**config.mk**
```make
export PLATFORM = sky130hd
export DESIGN_NAME = alu
export DESIGN_NICKNAME = d
export VERILOG_FILES = /design/src/hw/datapathPkg.sv /design/src/hw/alu.sv
export SDC_FILE = /design/constraint.sdc
export NUM_CORES = 2
export LEC_CHECK = 0
export ABC_AREA = 1
export ABC_CLOCK_PERIOD_IN_PS = 9600
export BUFFER_PORTS_ARGS = -buffer_cell sky130_fd_sc_hd__buf_2
export CAP_MARGIN = 25
export CORE_MARGIN = 2
export CORE_UTILIZATION = 56
export DETAILED_ROUTE_END_ITERATION = 12
export PLACE_DENSITY = 0.75
export SLEW_MARGIN = 10
export SYNTH_ARGS = -nofsm -noshare
export SYNTH_HDL_FRONTEND = slang
export SYNTH_SLANG_ARGS = --single-unit
```
**constraint.sdc**
```tcl
create_clock -name vclk -period 9.6
set_clock_uncertainty 0.05 [all_clocks]
set_input_delay 0.96 -clock vclk [all_inputs]
set_output_delay 0.96 -clock vclk [all_outputs]
set_load 0.1 [all_outputs]
```
**src/hw/datapathPkg.sv**
```systemverilog
package datapathPkg;

        localparam int dataWidth = 32;
        localparam int regCount = 16;
        localparam int regIndexWidth = 4;
        localparam int sourceCount = 24;
        localparam int sourceWidth = 5;
        localparam int opWidth = 5;
        localparam int shiftWidth = 5;

        // Immediate field in the low bits of IR
        localparam int constWidth = 19;

        // Bus driver indices, general registers first
        typedef enum logic [sourceWidth-1:0] {
                r0Src = 5'd0, r1Src, r2Src, r3Src,
                r4Src, r5Src, r6Src, r7Src,
                r8Src, r9Src, r10Src, r11Src,
                r12Src, r13Src, r14Src, r15Src,
                hiSrc, loSrc, zHighSrc, zLowSrc,
                pcSrc, mdrSrc, inPortSrc, constSrc,
                noneSrc = 5'd31
        } busSource;

        typedef enum logic [opWidth-1:0] {
                opAdd,
                opSub,
                opAnd,
                opOr,
                opShl,
                opShr,
                opNeg,
                opNot,
                opMul
        } aluOp;

endpackage

```
**src/hw/alu.sv**
```systemverilog
`timescale 1ns/1ns

module alu (
        input  datapathPkg::aluOp                     operation,
        input  logic [datapathPkg::dataWidth-1:0]     a,
        input  logic [datapathPkg::dataWidth-1:0]     b,
        output logic [2*datapathPkg::dataWidth-1:0]   result
);

        logic signed [2*datapathPkg::dataWidth-1:0] product;
        logic [datapathPkg::dataWidth-1:0]          word;
        logic [datapathPkg::shiftWidth-1:0]         shiftAmount;

        assign shiftAmount = b[datapathPkg::shiftWidth-1:0];

        // Both operands sign-extended before multiplying
        assign product = $signed(a) * $signed(b);

        // Single-word results, neg and not act on the bus operand
        always_comb begin
                case (operation)
                        datapathPkg::opAdd: word = a + b;
                        datapathPkg::opSub: word = a - b;
                        datapathPkg::opAnd: word = a & b;
                        datapathPkg::opOr:  word = a | b;
                        datapathPkg::opShl: word = a << shiftAmount;
                        datapathPkg::opShr: word = a >> shiftAmount;
                        datapathPkg::opNeg: word = -b;
                        datapathPkg::opNot: word = ~b;
                        default:            word = '0;
                endcase
        end

        // High word stays zero except for mul
        always_comb begin
                if (operation == datapathPkg::opMul) begin
                        result = product;
                end else begin
                        result = {{datapathPkg::dataWidth{1'b0}}, word};
                end
        end

endmodule

```
==> flow_metrics.env <==
export IMPL_top_layer_used="met5"
export IMPL_final_antenna_net_count=0
export IMPL_cap_violations=0
export IMPL_boundaryPins=133
export IMPL_start_util_pct=56.61
export IMPL_crit_path_end_kind="output port"
export IMPL_wl_per_cell_um=22.18
export IMPL_slew_viol_final=0
export IMPL_die_area_um2=88710
export IMPL_hp_class="primary input to output port"
export IMPL_crit_buf_inv=6
export IMPL_overflow=0
export IMPL_drtPass1Iterations=7
export IMPL_syn_inst=7075
export IMPL_gp_congestion=1.110
export IMPL_yosys_warnings=0
export IMPL_run_status="complete, no violations"
export IMPL_layout_nets=8508
export IMPL_slowest_stage="fa_1"
export IMPL_met3_length_um=24240
export IMPL_critPathMostFrequentCell="fa_1"
export IMPL_critPathMaxFanout=16
export IMPL_cp_data_arrival_time_ps=8510
export IMPL_rsz0062_at_grt="false"
export IMPL_clock_buffers=0
export IMPL_port_buffers=133
export IMPL_syn_area_um2=48350
export IMPL_via_per_inst=5.600
export IMPL_drc_errors=0
export IMPL_routed_wl_um=182500
export IMPL_max_freq_mhz=105.1
export IMPL_critical_path_startpoint="a[8]"
export IMPL_worstSetupStartpointType="primary input"
export IMPL_dp_hpwl_um=158600
export IMPL_grt_pass1_vias=45980
export IMPL_dieWidth_um=297.8
export IMPL_post_place_ws_ps=-37.82
export IMPL_yosysUniqueCellTypes=45
export IMPL_area_delta_synth_final_pct=6.689
export IMPL_routed_wl_met2_um=76510
export IMPL_grt_antenna_before_repair=18
export IMPL_setup_slack_ps=84.90
export IMPL_seq_cell_count=0
export IMPL_grt_max_degree=73
export IMPL_cp_required_ps=8590
export IMPL_chipHeight_um=297.8
export IMPL_dr_first_iter_drc_count=5640
export IMPL_min_period_ps=9515
export IMPL_setup_violations=0
export IMPL_crit_type="primary input to output port"
export IMPL_seqCellArea_um2=0
export IMPL_core_rowCount=107
export IMPL_post_route_period_util_pct=99.12
export IMPL_syn_avg_cell_area_um2=6.834
export IMPL_fin_tns_setup_ps=0
export IMPL_met1_length_um=72160
export IMPL_grt_pass1_wl_um=277800
export IMPL_yosysSeqAreaShare_pct=0
export IMPL_cp_top_family="adder cells"
export IMPL_slowest_delay_ps=610
export IMPL_hp_start="operation[2]"
export IMPL_syn_nets=8509
export IMPL_vias=46070
export IMPL_grt_usage_pct=41.55
export IMPL_drive_above_1_share_pct=5.303
export IMPL_coreArea_um2=85410
export IMPL_relSlewSlack_pct=30.33
export IMPL_ctsHoldBuffers=0
export IMPL_hold_violations=0
export IMPL_worst_pin_slew_ps=1044
-- path summary, 6_finish.rpt --
kind | endpoint | slack (ps) | cells after the start
max | result[26] | 80 | 25
min | result[33] | 2790 | 6
-- stage by stage --
step | instance area, um^2 | utilization [%] | instances | hold WS, ps
2_1_floorplan | 48460 | - | 7075 | 2361
3_5_place_dp | 51440 | 60.23 | 8211 | 2760
6_report | 51590 | 60.40 | 8227 | 2789
5_1_grt | 51590 | 60.40 | 8227 | 2812
3_3_place_gp | 51440 | 60.23 | 8211 | 2755
4_1_cts | 51440 | 60.23 | 8211 | 2756
-- cell families after synthesis --
family | share of synthesized area (%)
adders and majority gates | 52.15
muxes | 0.02070
buffers and inverters | 17.72
AOI/OAI and AO/OA | 3.693
xor gates and xnor gates | 0.2174
and+or+nand+nor | 26.20
-- metal layers --
metal | GRT usage, % | vias to the layer above
met4 | 16.25 | 8
met1 | 59.25 | 22350
met2 | 61.54 | 2943
li1 | - | 20340
met3 | 9.619 | 430
met5 | 0 | -
-- repair_timing --
| action | 4_1_cts | 5_1_grt |
|---|---|---|
| buffers inserted | 0 | 5 |
| pin swaps | 0 | 0 |
| resized for setup | 1 | 25 |
| setup endpoints to repair | 4 | 40 |
-- cells in the mapped netlist (10+ instances only) --
cell type  number  share of area (%)
nand2_1      2122                 16
inv_1        1939                 15
fa_1         1084                 45
nand3_1       469                4.9
nor2_1        386                3.0
ha_1          281                7.3
clkbuf_1      239                1.9
a21oi_1       158                1.6
o21ai_0        72               0.75
nand4_1        63               0.82
buf_2          37               0.38
nor3_1         29               0.30
buf_1          26               0.20
o22ai_1        19               0.25
o211ai_1       17               0.26
o21bai_1       14               0.22
nand3b_1       13               0.20
a21oi_2        11               0.20
and2_1         10               0.13
or2_2          10               0.13
-- layout make-up --
type | count | area (um^2)
multi-input cells | 4817 | 39940
diodes | 11 | 27.53
repair buffers | 306 | 2867
inverters | 1949 | 7323
well taps | 1144 | 1431
fillers | 8103 | 33830
-- cell usage in the layout (no fill, tap or decap), drive strengths merged, types with 17 or more instances in the layout --
| master | Yosys | routed |
|---|---|---|
| nand2 | 2126 | 2126 |
| inv | 1948 | 1946 |
| fa | 1084 | 1084 |
| nand3 | 470 | 470 |
| nor2 | 387 | 387 |
| buf | 70 | 297 |
| ha | 281 | 281 |
| a21oi | 169 | 169 |
| o21ai | 77 | 77 |
| nand4 | 63 | 63 |
| nor3 | 30 | 30 |
| o22ai | 19 | 19 |
| o211ai | 17 | 17 |
Power is left out: the tool's default activity adds up to more than one toggle a clock period on the data nets, which glitch-free logic cannot reach.
