[src/hw/datapathPkg.sv]
package datapathPkg;

        localparam int dataWidth = 32;
        localparam int regCount = 16;
        localparam int regIndexWidth = 4;
        localparam int sourceCount = 24;
        localparam int sourceWidth = 5;
        localparam int opWidth = 5;
        localparam int shiftWidth = 5;

        // Immediate field in the low bits of IR
        localparam int constWidth = 19;

        // Bus driver indices, general registers first
        typedef enum logic [sourceWidth-1:0] {
                r0Src = 5'd0, r1Src, r2Src, r3Src,
                r4Src, r5Src, r6Src, r7Src,
                r8Src, r9Src, r10Src, r11Src,
                r12Src, r13Src, r14Src, r15Src,
                hiSrc, loSrc, zHighSrc, zLowSrc,
                pcSrc, mdrSrc, inPortSrc, constSrc,
                noneSrc = 5'd31
        } busSource;

        typedef enum logic [opWidth-1:0] {
                opAdd,
                opSub,
                opAnd,
                opOr,
                opShl,
                opShr,
                opNeg,
                opNot,
                opMul
        } aluOp;

endpackage

[src/hw/busEncoder.sv]
`timescale 1ns/1ns

module busEncoder (
        input  logic [datapathPkg::sourceCount-1:0] outEnable,
        input  logic [datapathPkg::dataWidth-1:0]   regData [0:datapathPkg::regCount-1],
        input  logic [datapathPkg::dataWidth-1:0]   hiData,
        input  logic [datapathPkg::dataWidth-1:0]   loData,
        input  logic [datapathPkg::dataWidth-1:0]   zHigh,
        input  logic [datapathPkg::dataWidth-1:0]   zLow,
        input  logic [datapathPkg::dataWidth-1:0]   pcData,
        input  logic [datapathPkg::dataWidth-1:0]   mdrData,
        input  logic [datapathPkg::dataWidth-1:0]   inPort,
        input  logic [datapathPkg::dataWidth-1:0]   constData,
        output logic [datapathPkg::dataWidth-1:0]   busData
);

        datapathPkg::busSource source;

        // Lowest set enable wins, scan from the top down
        always_comb begin
                source = datapathPkg::noneSrc;
                for (int i = datapathPkg::sourceCount - 1; i >= 0; i--) begin
                        if (outEnable[i]) begin
                                source = datapathPkg::busSource'(i[datapathPkg::sourceWidth-1:0]);
                        end
                end
        end

        always_comb begin
                case (source)
                        datapathPkg::hiSrc:     busData = hiData;
                        datapathPkg::loSrc:     busData = loData;
                        datapathPkg::zHighSrc:  busData = zHigh;
                        datapathPkg::zLowSrc:   busData = zLow;
                        datapathPkg::pcSrc:     busData = pcData;
                        datapathPkg::mdrSrc:    busData = mdrData;
                        datapathPkg::inPortSrc: busData = inPort;
                        datapathPkg::constSrc:  busData = constData;
                        datapathPkg::noneSrc:   busData = '0;
                        default: begin
                                // General registers occupy the low indices
                                if (source < datapathPkg::regCount) begin
                                        busData = regData[source[datapathPkg::regIndexWidth-1:0]];
                                end else begin
                                        busData = '0;
                                end
                        end
                endcase
        end

endmodule

[config.mk]
export PLATFORM = sky130hd
export DESIGN_NAME = busEncoder
export DESIGN_NICKNAME = d
export VERILOG_FILES = /design/src/hw/datapathPkg.sv /design/src/hw/busEncoder.sv
export SDC_FILE = /design/constraint.sdc
export NUM_CORES = 1
export LEC_CHECK = 0
export BUFFER_PORTS_ARGS = -buffer_cell sky130_fd_sc_hd__buf_4
export CORE_AREA = 3 3 316 318
export DETAILED_ROUTE_END_ITERATION = 10
export DIE_AREA = 0 0 319 321
export GPL_ROUTABILITY_DRIVEN = 1
export PLACE_DENSITY = 0.3
export SYNTH_ARGS = -nofsm -noshare
export SYNTH_HDL_FRONTEND = slang
export SYNTH_SLANG_ARGS = --single-unit
[constraint.sdc]
create_clock -name vclk -period 2.9
set_clock_uncertainty 0.05 [all_clocks]
set_input_delay 0.145 -clock vclk [all_inputs]
set_output_delay 0.145 -clock vclk [all_outputs]
set_load 0.05 [all_outputs]
==> run_results.csv <==
group,metric,value,unit
worst_setup_path,critical_path_class,"in -> out",
pwr,seqPwrFrac,0,%
worst_setup_path,crit_family,"buffers and inverters",
detailed_routing,via_per_inst,3.96,
synthesis,syn-num-nets,1956,
detailed_routing,wire_per_inst,28.6,um
synthesis,yosysWarnings,0,
layout,seqCellArea,0,um^2
outcome,violations,"setup timing",
synthesis,synth.area.top_cells,"nand2_1, nand3_1, a22oi_1, mux2i_1, a31oi_1",
floorplanning,start_util,6.90,%
floorplanning,chipHeight,321,um
detailed_routing,drc,0,
pwr,p_comb_share,100.0,%
sta,fin_ws,-0.334,ns
sta,grt_setup_unrepaired,"true",
worst_setup_path,crit_top_cell,"buf_6",
synthesis,yosysSeqAreaShare,0,%
floorplanning,core-area,96900,um^2
layout,fin_area,20500,um^2
detailed_routing,drtIter0Drc,791,
detailed_routing,ant_nets,0,
floorplanning,die_w,319,um
hold_path,holdPathStages,5,
pwr,p_int,1.84,mW
grt,grt_pass1_vias,14900,
grt,grt_max_degree,24,
worst_setup_path,crit_buf_inv,6,
outcome,outcome,"finished, violations left",
worst_setup_path,cp_slowest_cell,"a222oi_1",
synthesis,synthTopCellsByCount,"nand2_1, nand3_1, a31oi_1, a22oi_1, a21oi_1",
synthesis,synth.most_common_cell,"nand2_1",
synthesis,synth.avg_cell_area,5.74,um^2
layout,n_clock_buffer,0,
worst_setup_path,end_kind,"output pin",
hold_path,holdCritStartpoint,"hiData[9]",
pwr,power_frac_clock,0,%
sta,worst_slew_pin_slew,0.774,ns
grt,grt_pass1_wl,129,mm
placed_design,dpl_cell_area,16800,um^2
layout,seq_cell_count,0,
worst_setup_path,crit_arrival,3.04,ns
hold_path,min_to,"busData[9]",
detailed_routing,vias,14000,
worst_setup_path,crit_fanout,4,
pwr,ir_drop,0.0505,mV
pwr,pwr_density_cell,175,nW/um^2
worst_setup_path,required,2.71,ns
placed_design,place_ws,-0.990,ns
placed_design,gp_congestion,0.871,
sta,final_max_slew_viol_count,0,
grt,gr-total-overflow,0,
placed_design,port_buffers,824,
synthesis,netlist_area,6690,um^2
placed_design,dp_hpwl,88.5,mm
hold_path,hold_path.class,"in -> out",
sta,final.period_utilization,112,%
grt,grt_antenna_before_repair,15,
synthesis,ys_types,61,
pwr,switching_power,1.75,mW
floorplanning,dieArea,102000,um^2
layout,drive_gt1_share,67.5,%
pwr,power.leakage,9.11,nW
worst_setup_path,cpPeakStageDelay,0.55,ns
detailed_routing,wl,101,mm
worst_setup_path,critical_path.cell_chain,"buf_8, nor2b_4, or4b_4, buf_6, o21a_4, buf_12, buf_6, mux2_4, a222oi_1, buf_4, and3_4, o21ai_2, buf_6",
sta,hold_viol_final,0,
layout,final_nets,3055,
floorplanning,rows,114,
job,drv_cap,0,
sta,max_clock_freq,309,MHz
sta,setup_viol,29,
grt,grt_use_total,18.2,%
floorplanning,ios,824,
detailed_routing,dr.pass1.iters,5,
layout,syn_to_final_growth,207,%
pwr,p_sw_share,48.7,%
synthesis,yosys.area.top_type,"nand2_1",
sta,holdWs,0.732,ns
synthesis,synth_cells,1164,
synthesis,synth_top_cell_area_share,24.9,%
worst_setup_path,start_kind,"input port",
sta,post-route-min-period,3.23,ns
sta,maxSlewHeadroom,48.4,%
clocking,ctsHoldBuffers,0,
area by class of cell:
type / count / area, um^2
timing repair buffer: 1201 / 10500
antenna: 7 / 17.5
tap: 1276 / 1600
inverter: 4 / 17.5
multi-input combinational: 1056 / 8330
fill: 10900 / 76300
timing repair:
| item | 4_1_cts | 5_1_grt |
|---|---|---|
| endpoints found under the setup margin | 32 | 32 |
| endpoints found under the hold margin | 0 | 0 |
| resized for setup | 316 | 265 |
| pin swaps | 70 | 121 |
| setup buffers | 46 | 74 |
| cloned | 5 | 7 |
placed cells by master, fill, tap and decap left out, drive strengths merged, types with 8 or more instances in the layout:
cell type / Yosys / routed
a2111oi: 27 / 27
a21oi: 61 / 61
a221o: 8 / 8
a222oi: 13 / 13
a22oi: 63 / 63
a31oi: 64 / 64
a32oi: 31 / 31
and3: 18 / 18
buf: 65 / 1194
mux2: 43 / 43
mux2i: 45 / 45
nand2: 443 / 443
nand3: 101 / 101
nor2: 25 / 26
nor3: 11 / 11
o21ai: 33 / 33
worst max path at each step:
stage / slack [ns] / end / depth (start not counted) / start
global route: -0.38 / busData[11] / 13 / outEnable[8]
global placement: -1.02 / busData[29] / 14 / outEnable[12]
floorplan: 0.06 / busData[3] / 11 / outEnable[8]
CTS: -0.35 / busData[11] / 13 / outEnable[8]
finish: -0.33 / busData[11] / 13 / outEnable[8]
detailed placement: -0.99 / busData[29] / 14 / outEnable[12]
stage by stage:
step | TNS (ns) | total power [mW] | utilization (%) | std cells
2_1_floorplan | 0 | 0.976 | - | 1164
3_3_place_gp | -19.35 | 2.89 | 17.3 | 3442
3_5_place_dp | -19.36 | 2.88 | 17.3 | 3442
4_1_cts | -5.76 | 3.30 | 19.3 | 3479
5_1_grt | -6.82 | 3.80 | 21.2 | 3539
6_report | -3.91 | 3.59 | 21.2 | 3544
power groups by stage:
stage | clock network [mW] | registers [mW] | logic (mW)
final | 0.000000326 | 0 | 3.59
after global routing | 0.0000000932 | 0 | 3.80
after CTS | 0 | 0 | 3.30
after detailed placement | 0 | 0 | 2.88
after global placement | 0 | 0 | 2.89
after floorplan | 0 | 0 | 0.976
tightest hold or removal path, cell delays in order:
cell and delay, ns:
buf_4 0.08, nand2_1 0.04, and4_1 0.15, o21ai_2 0.06
buf_6 0.16
metal layers:
metal  share of wire, %  global-route usage (%)
met1                 43                    23.1
met2                 51                    33.5
met3                5.9                    3.33
met4               0.49                   0.729
met5              0.063                       0
cell families (layout without fill, tap and decap cells):
logic type | after synthesis | after routing | share of synthesized area [%]
and+or+nand+nor | 627 | 628 | 41.0
AOI/OAI and AO/OA | 339 | 340 | 35.9
buffers and inverters | 110 | 1205 | 8.50
muxes | 88 | 88 | 14.7
other | 0 | 7 | 0
(Power assumes the default switching activity.)
