[src/hw/datapathPkg.sv]
package datapathPkg;

        localparam int dataWidth = 32;
        localparam int regCount = 16;
        localparam int regIndexWidth = 4;
        localparam int sourceCount = 24;
        localparam int sourceWidth = 5;
        localparam int opWidth = 5;
        localparam int shiftWidth = 5;

        // Immediate field in the low bits of IR
        localparam int constWidth = 19;

        // Bus driver indices, general registers first
        typedef enum logic [sourceWidth-1:0] {
                r0Src = 5'd0, r1Src, r2Src, r3Src,
                r4Src, r5Src, r6Src, r7Src,
                r8Src, r9Src, r10Src, r11Src,
                r12Src, r13Src, r14Src, r15Src,
                hiSrc, loSrc, zHighSrc, zLowSrc,
                pcSrc, mdrSrc, inPortSrc, constSrc,
                noneSrc = 5'd31
        } busSource;

        typedef enum logic [opWidth-1:0] {
                opAdd,
                opSub,
                opAnd,
                opOr,
                opShl,
                opShr,
                opNeg,
                opNot,
                opMul
        } aluOp;

endpackage

[src/hw/specialRegisters.sv]
`timescale 1ns/1ns

module specialRegisters (
        input  logic                                  Clock,
        input  logic                                  arstN,
        input  logic                                  pcIn,
        input  logic                                  incPc,
        input  logic                                  irIn,
        input  logic                                  marIn,
        input  logic                                  yIn,
        input  logic                                  zIn,
        input  logic                                  hiIn,
        input  logic                                  loIn,
        input  logic [datapathPkg::dataWidth-1:0]     busData,
        input  logic [2*datapathPkg::dataWidth-1:0]   aluResult,
        output logic [datapathPkg::dataWidth-1:0]     pcData,
        output logic [datapathPkg::dataWidth-1:0]     irData,
        output logic [datapathPkg::dataWidth-1:0]     marData,
        output logic [datapathPkg::dataWidth-1:0]     yData,
        output logic [datapathPkg::dataWidth-1:0]     zHigh,
        output logic [datapathPkg::dataWidth-1:0]     zLow,
        output logic [datapathPkg::dataWidth-1:0]     hiData,
        output logic [datapathPkg::dataWidth-1:0]     loData,
        output logic [datapathPkg::dataWidth-1:0]     constData
);

        logic [2*datapathPkg::dataWidth-1:0] zData;

        // A bus load overrides the increment
        always_ff @(posedge Clock or negedge arstN) begin
                if (!arstN) begin
                        pcData <= '0;
                end else if (pcIn) begin
                        pcData <= busData;
                end else if (incPc) begin
                        pcData <= pcData + datapathPkg::dataWidth'(1);
                end
        end

        always_ff @(posedge Clock or negedge arstN) begin
                if (!arstN) begin
                        irData <= '0;
                        marData <= '0;
                        yData <= '0;
                        hiData <= '0;
                        loData <= '0;
                end else begin
                        if (irIn) begin
                                irData <= busData;
                        end
                        if (marIn) begin
                                marData <= busData;
                        end
                        if (yIn) begin
                                yData <= busData;
                        end
                        if (hiIn) begin
                                hiData <= busData;
                        end
                        if (loIn) begin
                                loData <= busData;
                        end
                end
        end

        // Z takes the full ALU result
        always_ff @(posedge Clock or negedge arstN) begin
                if (!arstN) begin
                        zData <= '0;
                end else if (zIn) begin
                        zData <= aluResult;
                end
        end

        assign zHigh = zData[2*datapathPkg::dataWidth-1:datapathPkg::dataWidth];
        assign zLow = zData[datapathPkg::dataWidth-1:0];

        // Sign-extended immediate from IR
        assign constData = {{(datapathPkg::dataWidth - datapathPkg::constWidth)
                {irData[datapathPkg::constWidth-1]}}, irData[datapathPkg::constWidth-1:0]};

endmodule

[config.mk]
export PLATFORM = sky130hd
export DESIGN_NAME = specialRegisters
export DESIGN_NICKNAME = d
export VERILOG_FILES = /design/src/hw/datapathPkg.sv /design/src/hw/specialRegisters.sv
export SDC_FILE = /design/constraint.sdc
export NUM_CORES = 1
export LEC_CHECK = 0
export ABC_CLOCK_PERIOD_IN_PS = 2230
export BUFFER_PORTS_ARGS = -buffer_cell sky130_fd_sc_hd__buf_4
export CAP_MARGIN = 10
export CORE_MARGIN = 2
export CORE_UTILIZATION = 42
export CTS_BUF_LIST = sky130_fd_sc_hd__clkbuf_4 sky130_fd_sc_hd__clkbuf_8
export CTS_CLUSTER_DIAMETER = 200
export DETAILED_ROUTE_END_ITERATION = 8
export HOLD_SLACK_MARGIN = 0.12
export PLACE_DENSITY = 0.72
export RECOVER_POWER = 50
export SLEW_MARGIN = 20
export SYNTH_ARGS = -nofsm -noshare
export SYNTH_HDL_FRONTEND = slang
export SYNTH_SLANG_ARGS = --single-unit
[constraint.sdc]
create_clock -name Clock -period 2.23 [get_ports Clock]
set_input_delay 0.1115 -clock Clock [delete_from_list [all_inputs] [get_ports Clock]]
set_output_delay 0.1115 -clock Clock [all_outputs]
set_load 0.01 [all_outputs]
==> metrics.md <==
| Metric | Value |
|---|---|
| Syn avg cell area | 14.6 um2 |
| Slowest CP cell | sky130_fd_sc_hd__dlygate4sd3_1 |
| Core area | 24200 um2 |
| Largest net degree at the start of global routing | 74 |
| Max_cap viols | 2 |
| Post-Route Skew | 10.1 ps |
| Cell Chain, Critical Path | and4_2 > and2_1 > nand4_1 > xor2_1 > o21ai_0 > dlygate4sd3_1 |
| CTS clk-pin slew, worst paths | 60 ps |
| Cell count after synthesis | 708 |
| Skew-Pair Late Insertion Delay | 530 ps |
| Nets in the synthesized netlist | 815 |
| Outcome | finished with violations |
| Drt wl/cell | 18.8 um |
| Pwr dens | 778 nW/um2 |
| IO Port Bufs | 393 |
| Global Route Usage Sum | 22.7% |
| Final setup violation count | 0 |
| Number of DRC violations after detailed routing | 0 |
| Final design utilization | 64.3% |
| Fmax | 479 MHz |
| Final net count | 1317 |
| Antenna viol nets, final | 0 |
| Final period demand of the worst path | 2090 ps |
| Antenna Diode Count | 0 |
| Leakage power | 7.11 nW |
| Final hold violation count | 0 |
| Wire length on met1 | 11400 um |
| Top-Level Pins | 394 |
| Clock tree buffer depth | 3 |
| Vias after detailed routing | 7625 |
| Initial antenna violation count | 0 |
| Category of the most critical setup path | flip-flop to flip-flop |
| Highest fanout seen on the critical path | 5 |
| Estimated wirelength of the detail-placed design | 19200 um |
| H-Tree Level Count | 2 |
| Wire length on met3 | 2140 um |
| Area of the mapped netlist | 10300 um2 |
| Relative area change from synthesis to final layout | 50.9% |
| Number of vias per cell after detailed routing | 4.89 |
| TritonCTS clock tree | done |
| Post-route clock period utilization | 93.5% |
| Class of the tightest hold or removal check | input port to flip-flop |
| Total length of routed wires | 29300 um |
| First-pass GRT wire length | 46200 um |
| Register bit total from synthesis | 256 |
| Share of cells above drive strength 1 | 57.7% |
| Relative slew slack | -20.7% |
| Global placer's final weighted congestion | 0.762 |
| Global route total overflow | 0 |
| Buffer type at the clock tree root | sky130_fd_sc_hd__clkbuf_8 |
| Worst-Margin Slew | 1810 ps |
| Overall die height | 161 um |
| Distinct cells, synth | 33 |
| Part of the Yosys area used for sequential elements | 62.2% |
| Count of warnings emitted by yosys | 0 |
| Arrival time at the worst endpoint | 2490 ps |
| Wire length on met2 | 14600 um |
| Setup Total Neg Slack | 0 ps |
| Failing checks | capacitance limit, slew limit |
| Worst VDD drop | 0.538 mV |
| Post-route worst hold slack | 171 ps |
| Initial standard-cell utilization of the core | 42.6% |
| 1st-iter DRT viols | 330 |
| Clock buffers created by TritonCTS | 43 |
| Worst setup SP type | flip-flop |
| Number of sinks handled by clock tree synthesis | 256 |
| Via count of the first global-routing pass | 8309 |
| Topmost layer with routed signal wires | met4 |
| Horizontal die dimension | 161 um |
| Number of core rows | 57 |
| Critical Path Sink Type | flip-flop |
| First-pass detailed-route iteration total | 4 |
| Max Transition Viols Final | 134 |
| Setup repair after global routing missed its margin | false |
| Maximum single-stage delay on the critical path | 580 ps |
| Area enclosed by the die boundary | 25800 um2 |
| Data required time at the worst endpoint | 2640 ps |
==> logic make-up after synthesis <==
| family | count (synthesis) | synth area share, % |
|---|---|---|
| DFF | 256 | 62.2 |
| muxes | 225 | 24.6 |
| and+or+nand+nor | 93 | 5.12 |
| buffers and inverters | 71 | 3.83 |
| AOI/OAI and AO/OA | 33 | 1.71 |
| xor gates and xnor gates | 29 | 2.47 |
| adders and majority gates | 1 | 0.121 |
==> metal layers <==
| layer | vias to the layer above | global-route usage [%] |
|---|---|---|
| li1 | 3439 | - |
| met1 | 3801 | 27.1 |
| met2 | 307 | 39.2 |
| met3 | 78 | 5.86 |
| met4 | 0 | 9.75 |
| met5 | - | 0 |
==> final cells by class <==
class                      count  area [um2]
clock buffer                  70         863
tap                          324         405
sequential                   256        6410
timing repair buffer         524        4300
clock inverter                 1        30.0
inverter                       4        15.0
fill                        1776        8630
multi-input combinational    381        3520
==> per-stage QoR <==
stage,cells,total power [mW],instance area [um2],setup WS (ps)
2_1_floorplan,708,6.40,10300,412
3_3_place_gp,1363,7.61,13400,312
3_5_place_dp,1363,7.66,13400,243
4_1_cts,1558,12.2,15500,43.5
5_1_grt,1560,12.6,15500,2.16
6_report,1560,12.1,15500,144
==> Yosys cell counts <==
cell,number,area [um2]
sky130_fd_sc_hd__buf_4,32,240
sky130_fd_sc_hd__nand3_1,6,30.0
sky130_fd_sc_hd__xnor2_1,17,149
sky130_fd_sc_hd__xor2_1,12,105
sky130_fd_sc_hd__buf_6,1,11.3
sky130_fd_sc_hd__mux2i_1,1,10.0
sky130_fd_sc_hd__or3b_4,1,11.3
sky130_fd_sc_hd__nor2_1,8,30.0
sky130_fd_sc_hd__nor3b_2,2,25.0
sky130_fd_sc_hd__nand4_2,1,12.5
sky130_fd_sc_hd__nand4_4,1,21.3
sky130_fd_sc_hd__nand2_1,41,154
sky130_fd_sc_hd__nor3_2,4,40.0
sky130_fd_sc_hd__a311o_1,1,10.0
sky130_fd_sc_hd__dfrtp_1,256,6410
sky130_fd_sc_hd__mux2_2,224,2520
sky130_fd_sc_hd__a22oi_1,1,7.51
sky130_fd_sc_hd__and3_1,4,25.0
sky130_fd_sc_hd__inv_1,4,15.0
sky130_fd_sc_hd__nor2b_1,1,6.26
sky130_fd_sc_hd__a32oi_1,1,8.76
sky130_fd_sc_hd__clkbuf_1,19,71.3
sky130_fd_sc_hd__nor4_1,3,18.8
sky130_fd_sc_hd__buf_1,15,56.3
sky130_fd_sc_hd__and2_1,1,6.26
sky130_fd_sc_hd__nor4_2,2,25.0
sky130_fd_sc_hd__and4_1,4,35.0
sky130_fd_sc_hd__o21ai_1,7,35.0
sky130_fd_sc_hd__nor3_1,1,5.00
sky130_fd_sc_hd__or4_1,1,7.51
sky130_fd_sc_hd__ha_1,1,12.5
sky130_fd_sc_hd__o21ai_0,23,115
sky130_fd_sc_hd__nand4_1,12,75.1
==> cell usage in the layout, fill, tap and decap left out, types with 5 or more instances in the layout <==
cell type / count
sky130_fd_sc_hd__nor2_1: 7
sky130_fd_sc_hd__buf_4: 393
sky130_fd_sc_hd__o21ai_0: 23
sky130_fd_sc_hd__clkbuf_4: 16
sky130_fd_sc_hd__nand4_1: 12
sky130_fd_sc_hd__clkbuf_8: 54
sky130_fd_sc_hd__xor2_1: 12
sky130_fd_sc_hd__o21ai_1: 7
sky130_fd_sc_hd__nor3_2: 5
sky130_fd_sc_hd__dfrtp_1: 251
sky130_fd_sc_hd__dfrtp_2: 5
sky130_fd_sc_hd__buf_12: 5
sky130_fd_sc_hd__xnor2_1: 17
sky130_fd_sc_hd__dlygate4sd3_1: 124
sky130_fd_sc_hd__nand2_1: 41
sky130_fd_sc_hd__mux2_2: 222
sky130_fd_sc_hd__nand3_1: 6
==> power breakdown <==
part / switching [mW] / total, mW / internal, mW / leakage [nW]
logic: 1.01 / 2.35 / 1.33 / 3.63
clock network: 1.79 / 4.32 / 2.53 / 0.476
registers: 0.319 / 5.43 / 5.11 / 3.00
==> registers in the layout (all words and copies together), names as in the netlist <==
name     cells
yData       32
irData      32
zData       64
hiData      32
loData      32
pcData      32
marData     32
==> worst paths after layout <==
check / start / slack (ps) / cells past startpoint / to
max reg2reg: pcData[16] / 140 / 6 / pcData[23]
min in group asynchronous: arstN / 640 / 2 / zData[59]
max in group asynchronous: arstN / 390 / 2 / pcData[11]
max: pcData[16] / 140 / 6 / pcData[23]
min reg2reg: yData[4] / 500 / 1 / yData[4]
min: yIn / 170 / 2 / yData[15]
==> critical path: cells and delay by family, from the launching register on <==
family | cells | cell delay [ps]
AO/OA/AOI/OAI | 1 | 80
AND/OR/NAND/NOR | 3 | 720
XOR/XNOR | 1 | 180
flip-flops | 1 | 420
buffers and inverters | 1 | 580
==> repair_timing <==
| action | 4_1_cts | 5_1_grt |
|---|---|---|
| gates resized for setup | 0 | 10 |
| setup endpoints to repair | 0 | 3 |
| setup buffers | 0 | 2 |
| hold endpoints to repair | 512 | 0 |
| hold buffers | 124 | 0 |
Power figures use the tool's default switching activity.
