<file path="src/hw/datapathPkg.sv">
package datapathPkg;

        localparam int dataWidth = 32;
        localparam int regCount = 16;
        localparam int regIndexWidth = 4;
        localparam int sourceCount = 24;
        localparam int sourceWidth = 5;
        localparam int opWidth = 5;
        localparam int shiftWidth = 5;

        // Immediate field in the low bits of IR
        localparam int constWidth = 19;

        // Bus driver indices, general registers first
        typedef enum logic [sourceWidth-1:0] {
                r0Src = 5'd0, r1Src, r2Src, r3Src,
                r4Src, r5Src, r6Src, r7Src,
                r8Src, r9Src, r10Src, r11Src,
                r12Src, r13Src, r14Src, r15Src,
                hiSrc, loSrc, zHighSrc, zLowSrc,
                pcSrc, mdrSrc, inPortSrc, constSrc,
                noneSrc = 5'd31
        } busSource;

        typedef enum logic [opWidth-1:0] {
                opAdd,
                opSub,
                opAnd,
                opOr,
                opShl,
                opShr,
                opNeg,
                opNot,
                opMul
        } aluOp;

endpackage

</file>
<file path="src/hw/registerFile.sv">
`timescale 1ns/1ns

module registerFile (
        input  logic                                Clock,
        input  logic                                arstN,
        input  logic [datapathPkg::regCount-1:0]    regIn,
        input  logic [datapathPkg::dataWidth-1:0]   busData,
        output logic [datapathPkg::dataWidth-1:0]   regData [0:datapathPkg::regCount-1]
);

        // R0 behaves like any other register
        always_ff @(posedge Clock or negedge arstN) begin
                if (!arstN) begin
                        for (int i = 0; i < datapathPkg::regCount; i++) begin
                                regData[i] <= '0;
                        end
                end else begin
                        for (int i = 0; i < datapathPkg::regCount; i++) begin
                                if (regIn[i]) begin
                                        regData[i] <= busData;
                                end
                        end
                end
        end

endmodule

</file>
<file path="config.mk">
export PLATFORM = sky130hd
export DESIGN_NAME = registerFile
export DESIGN_NICKNAME = d
export VERILOG_FILES = /design/src/hw/datapathPkg.sv /design/src/hw/registerFile.sv
export SDC_FILE = /design/constraint.sdc
export NUM_CORES = 1
export LEC_CHECK = 0
export ABC_AREA = 1
export BUFFER_PORTS_ARGS = -buffer_cell sky130_fd_sc_hd__buf_4
export CAP_MARGIN = 20
export CORE_ASPECT_RATIO = 0.5
export CORE_MARGIN = 2
export CORE_UTILIZATION = 35
export CTS_BUF_LIST = sky130_fd_sc_hd__clkbuf_2
export CTS_CLUSTER_DIAMETER = 100
export DETAILED_ROUTE_END_ITERATION = 12
export PLACE_DENSITY_LB_ADDON = 0.2
export SLEW_MARGIN = 20
export SYNTH_ARGS = -nofsm -noshare
export SYNTH_HDL_FRONTEND = slang
export SYNTH_SLANG_ARGS = --single-unit
</file>
<file path="constraint.sdc">
create_clock -name Clock -period 0.8 [get_ports Clock]
set_clock_uncertainty 0.1 [all_clocks]
set_input_delay 0.16 -clock Clock [delete_from_list [all_inputs] [get_ports Clock]]
set_output_delay 0.16 -clock Clock [all_outputs]
set_load 0.02 [all_outputs]
</file>
==> results of run 1 <==
-- routing by layer --
metal  wire (um)  GRT usage [%]  part of all wire, %  vias up
met1       33600           32.3                   40     9527
li1            -              -                    -     8925
met3        3460           4.52                  4.1      247
met5           0              0                    0        -
met2       41300           43.9                   50      624
met4        4960           14.4                  6.0        0
-- per-stage QoR --
| stage | hold slack, ns | total power [mW] | cells | instance area [sq um] | worst slack (ns) |
|---|---|---|---|---|---|
| detailed placement | -0.104 | 43.7 | 3538 | 26200 | -0.106 |
| global placement | -0.103 | 43.5 | 3538 | 26200 | -0.102 |
| CTS | -0.494 | 64.2 | 4079 | 32100 | -1.32 |
| floorplan | -0.236 | 36.5 | 2240 | 20600 | 0.0185 |
| finish | -0.394 | 65.3 | 4209 | 33700 | -1.19 |
| global route | -0.471 | 68.2 | 4208 | 33700 | -1.31 |
-- cell usage in the layout (no fill, tap or decap) --
cell type / n
buf_4: 290
clkinv_1: 26
inv_8: 4
dfrtp_2: 1
clkinvlp_4: 2
dlymetal6s4s_1: 1
bufinv_16: 1
clkbuf_2: 180
buf_8: 1
dlymetal6s2s_1: 1
nand2_4: 7
inv_4: 11
inv_6: 1
nand2_2: 170
buf_12: 78
clkinv_2: 2
buf_6: 642
clkbuf_16: 1
inv_2: 1
diode_2: 2
dlygate4sd3_1: 148
dfrtp_1: 511
nand2_1: 1359
clkinv_4: 1
-- final cells by class --
class	count	area (sq um)	area share, %
sequential	512	12800	38.0
multi-input combinational	1536	6240	18.5
antenna	2	5.00	0.0148
clock buffer	172	861	2.55
inverter	16	123	0.364
tap	768	961	2.85
timing repair buffer	1170	12600	37.2
clock inverter	33	165	0.490
-- power groups by stage --
stage | sequential [mW] | clock (mW) | combinational (mW)
3_3_place_gp | 30.1 | 0 | 13.4
3_5_place_dp | 30.1 | 0 | 13.5
4_1_cts | 30.0 | 17.3 | 16.9
5_1_grt | 30.3 | 18.7 | 19.2
6_report | 30.1 | 17.0 | 18.2
2_1_floorplan | 32.8 | 0 | 3.69
-- timing repair --
item                       4_1_cts  5_1_grt
pin swaps                        0       54
hold endpoints to repair      1024      493
setup buffers                  185      138
setup endpoints to repair      512      939
hold buffers                   151       25
resized for setup              512      222
gates cloned                     0        1
-- path summary, 6_finish.rpt --
| kind | start | to | slack (ns) |
|---|---|---|---|
| min in group Clock | regIn[11] | regData[151]$_DFFE_PN0P_ | -0.11 |
| max reg2reg | regData[153]$_DFFE_PN0P_ | regData[153]$_DFFE_PN0P_ | -0.19 |
| max in group asynchronous | arstN | regData[207]$_DFFE_PN0P_ | 0.05 |
| max | regData[477]$_DFFE_PN0P_ | regData[477] | -1.19 |
| min reg2reg | regData[9]$_DFFE_PN0P_ | regData[9]$_DFFE_PN0P_ | 0.40 |
| min | arstN | regData[483]$_DFFE_PN0P_ | -0.39 |
-- logic make-up (layout without fill, tap and decap cells) --
group / Yosys count / after routing / synth area share (%)
flops: 512 / 512 / 62.1
other cells: 0 / 2 / 0
simple gates: 1536 / 1536 / 29.4
buf+inv: 192 / 1391 / 8.45
==> flow_summary.yaml, run 1 <==
outcome:
  status: "finished with violations"
  failed_checks: "negative hold slack, negative setup slack"
synth:
  syn_area_per_cell_sq_um: 9.21
  synth_cells: 2240
  synth_nets: 2290
  synth_most_common_cell: "nand2_1"
  yosysWarnings: 0
  seq_area_frac_synth_pct: 62.1
  yosysUniqueCellTypes: 12
  ys_ff_latch: 512
  synth_top_area_share_pct: 62.1
  ys.flop_type: "dfrtp_1"
  yosys-top-cells-area: "dfrtp_1 (62%), nand2_1 (26%), nand2_2 (3.6%)"
  async_flop_share_pct: 100
  synth_largest_area_cell: "dfrtp_1"
  synthTopCellsByCount: "nand2_1 (1416), dfrtp_1 (512), nand2_2 (120), buf_4 (70), buf_6 (62)"
  synth.cell_area_sq_um: 20600
  synth_edf_count: 0
setup_path:
  critPathTopFamily: "flip-flops"
  path_buf_inv: 1
  start_kind: "register"
  worst-path-stages: 1
  worstSetupPathType: "register to primary output"
  worstPathRequired_ns: 0.54
  crit_path_end_kind: "primary output"
  cp_max_fo: 2
  cpPeakStageDelay_ns: 0.45
  r2r_cells: 4
  cpMaxStageDelayCell: "dfrtp_1"
  arrival_ns: 1.73
  worstPathCellList: "buf_6"
floorplanning:
  die_height_um: 176
  core_sq_um: 57800
  floorplan.initialDensity_pct: 35.7
  io_pins: 562
  dieArea_sq_um: 61000
  num_rows: 62
  die_w_um: 347
drt:
  vias_per_cell: 4.59
  antenna_left: 0
  num_vias: 19300
  wl_mm: 83.3
  drc: 0
  drtIter0Drc: 1106
  detail_route.wl_per_cell_um: 19.8
  dr.pass1.iters: 7
clock_tree:
  cts-root-buf: "clkbuf_2"
  clockBufferDepth: 3
  cts_sinks: 512
  clk_pin_slew_ns: 0.13
  numCtsBuffers: 117
  tritoncts: "yes"
  clock_latency_ns: 1.08
  ctsHtreeMaxLevel: 3
finish:
  nets: 3403
  top_register: "regData"
  largestRegisters: "regData: 512 flops"
  fillCellCount: 4994
  drive_gt1_share_pct: 40.5
  fin_util_pct: 58.4
  area_delta_synth_final_pct: 63.6
  largest_reg_flops: 512
timing:
  period_share_pct: 249
  worst_slack_ns: -1.19
  fin_tns_setup_ns: -608.32
  rsz0062_at_grt: "true"
  drv_slew: 0
  hold_ws_ns: -0.394
  period_needed_ns: 1.99
  slew_headroom_pct: 32.7
  hold_viol_final: 177
  setup_viol: 930
  tightest_slew_ns: 1.01
  max_freq_mhz: 502
power_and_ir_drop:
  clockPowerShare_pct: 26.0
  p_switching_mw: 22.1
  swShare_pct: 33.9
  seqPwrFrac_pct: 46.1
  power-per-cell-area_nw_per_um2: 1940
  intPower_mw: 43.2
  ir_drop_mv: 0.904
  cellLeakagePower_nw: 18.3
  pwr-share-comb_pct: 27.9
global_route:
  grt-ovfl-total: 0
  grt_pass1_wl_mm: 119
  antenna_found_initial: 2
  grt.total_usage_pct: 26.1
  grt_pass1_vias: 19100
  grt_max_degree: 36
job:
  drv_cap: 0
placement:
  io_buffers: 561
  place_hpwl_mm: 53.2
  gp_congestion: 0.868
worst_hold_path:
  hp-class: "primary input to asynchronous set/reset pin"
(Power assumes the default switching activity.)
==> run 2, diff against run 1 <==
==> constraint.sdc (replaced) <==
create_clock -name Clock -period 0.8 [get_ports Clock]
set_clock_uncertainty 0.1 [all_clocks]
set_input_delay 0.04 -clock Clock [delete_from_list [all_inputs] [get_ports Clock]]
set_output_delay 0.04 -clock Clock [all_outputs]
set_load 0.02 [all_outputs]
==> run 2 against run 1 <==
Against the previous run:
- the run still ends with negative hold slack, negative setup slack left
- cell area shrank 2.4%
- sequential share of layout area grew 0.93 points
- hold slack gained 0.39 ns
- highest routed layer is now met5
- sequential power is essentially flat
- register-to-register slack lost 0.02 ns
- largest cell class unchanged
- cell count shrank 1.2%
- first-iteration DRC count grew 5.2%
==> flow_summary.yaml, run 2 (synthesized netlist as in run 1, its figures left out) <==
timing:
  period_needed_ns: 1.86
  setup_viol: 1286
  hold_ws_ns: -0.00269
  hold_viol_final: 1
  period_share_pct: 232
  slew_headroom_pct: 59.6
  max_freq_mhz: 538
  worst_slack_ns: -1.06
  tightest_slew_ns: 0.605
  drv_slew: 0
  rsz0062_at_grt: "true"
power_and_ir_drop:
  clockPowerShare_pct: 26.0
  power-per-cell-area_nw_per_um2: 1960
  seqPwrFrac_pct: 46.4
  pwr-share-comb_pct: 27.5
  p_total_mw: 64.7
  p_switching_mw: 21.8
  ir_drop_mv: 0.842
  intPower_mw: 42.9
  swShare_pct: 33.7
  cellLeakagePower_nw: 18.1
finish:
  nets: 3353
  fin_cells: 4158
  drive_gt1_share_pct: 40.9
  largestRegisters: "regData: 512 flops"
  top_register: "regData"
  area_delta_synth_final_pct: 59.6
  largest_reg_flops: 512
  mostFrequentLayoutCell: "nand2_1"
  layout_common_cells: "nand2_1 (1372), buf_6 (603), dfrtp_1 (512)"
setup_path:
  crit_path_end_kind: "primary output"
  start_kind: "register"
  worstPathRequired_ns: 0.66
  path_buf_inv: 1
  critPathTopFamily: "flip-flops"
  startpoint: "regData[164]$_DFFE_PN0P_"
  cpMaxStageDelayCell: "dfrtp_1"
  arrival_ns: 1.72
  worstSetupPathType: "register to primary output"
  worstPathCellList: "buf_6"
  rr_startpoint: "regData[86]$_DFFE_PN0P_"
  cpPeakStageDelay_ns: 0.44
  cp_max_fo: 2
drt:
  dr.pass1.iters: 5
  num_vias: 18800
  vias_per_cell: 4.53
  wl_mm: 79.6
  drc: 0
  detail_route.wl_per_cell_um: 19.1
  antenna_left: 0
  drtIter0Drc: 1164
worst_hold_path:
  hp-class: "primary input to register"
  worstHoldStart: "busData[25]"
job:
  drv_cap: 0
clock_tree:
  tritoncts: "yes"
  ctsHtreeMaxLevel: 3
  numCtsBuffers: 116
  cts-root-buf: "clkbuf_2"
  cts_sinks: 512
  clock_latency_ns: 1.04
  clockBufferDepth: 3
  clk_pin_slew_ns: 0.13
outcome:
  status: "finished with violations"
  failed_checks: "negative hold slack, negative setup slack"
global_route:
  antenna_found_initial: 2
  grt-ovfl-total: 0
  grt_max_degree: 33
  grt_pass1_wl_mm: 116
  grt.total_usage_pct: 25.3
  grt_pass1_vias: 18500
floorplanning:
  num_rows: 62
  dieArea_sq_um: 61000
  die_w_um: 347
  die_height_um: 176
  io_pins: 562
  floorplan.initialDensity_pct: 35.7
  core_sq_um: 57800
placement:
  gp_congestion: 0.849
  place_inst: 3506
  place_hpwl_mm: 52.0
  preCtsSetupSlack_ns: 0.0286
  io_buffers: 561
[run 2: cell types whose count changed in the layout (fill, tap and decap cells not counted), moves of 4 or more]
cell           delta
buf_4            +57
dlygate4sd3_1    -56
buf_6            -39
nand2_1          +13
nand2_2           -9
clkbuf_2          -8
buf_12            -7
buf_2             +5
nand2_4           -4
[run 2: power groups by stage]
stage | sequential [mW] | combinational, mW | clock, mW
finish | 30.0 | 17.8 | 16.8
detailed placement | 30.1 | 13.2 | 0
global placement | 30.1 | 13.1 | 0
CTS | 29.9 | 16.7 | 17.3
floorplan | 32.8 | 3.69 | 0
global route | 30.3 | 18.8 | 18.6
[run 2: final timing paths]
check	slack, ns	to	cells past startpoint
worst max register to register	-0.21	regData[86]$_DFFE_PN0P_	4
min in group asynchronous	0.14	regData[434]$_DFFE_PN0P_	11
worst min register to register	0.40	regData[458]$_DFFE_PN0P_	2
worst min-delay path	-0.003	regData[185]$_DFFE_PN0P_	5
max in group asynchronous	-0.65	regData[18]$_DFFE_PN0P_	12
worst max-delay path	-1.06	regData[164]	1
[run 2: layer usage]
metal  wire length [um]  GRT usage (%)  vias to the layer above  part of all wire, %
met5                 12              0                        -                0.015
met4               4960           14.8                        2                  6.2
met3               3500           4.69                      260                  4.4
met2              40100           43.0                      631                   50
met1              31000           30.3                     9101                   39
li1                   -              -                     8846                    -
[run 2: cell type report]
cell class / count / area [sq um]
Multi-Input combinational cell: 1536 / 6190
Inverter: 16 / 141
Clock inverter: 33 / 160
Timing Repair Buffer: 1120 / 11800
Antenna cell: 1 / 2.50
Clock buffer: 171 / 856
Timing Repair inverter: 1 / 8.76
Tap cell: 768 / 961
Fill cell: 5025 / 24900
Sequential cell: 512 / 12800
[run 2: per-stage QoR]
| stage | hold WS, ns | setup TNS, ns | utilization (%) | cell area, sq um |
|---|---|---|---|---|
| finish | -0.00269 | -715.19 | 57.0 | 32900 |
| global placement | -0.212 | 0 | 44.6 | 25800 |
| global route | -0.0756 | -781.90 | 57.0 | 32900 |
| detailed placement | -0.209 | 0 | 44.6 | 25800 |
| CTS | 0.145 | -890.03 | 54.5 | 31500 |
| floorplan | -0.356 | 0 | - | 20600 |
[run 2: worst register-to-register path, stage by stage (launching register included)]
cell,delay [ns]
dfrtp_1,0.42
buf_4,0.14
buf_4,0.13
nand2_2,0.06
nand2_1,0.06
[run 2: repair_timing]
item | CTS | global route
gates cloned | 0 | 1
hold endpoints to repair | 1024 | 576
hold buffers | 109 | 28
endpoints found under the setup margin | 512 | 1439
resized for setup | 512 | 143
setup buffers | 213 | 136
pin swaps | 0 | 43
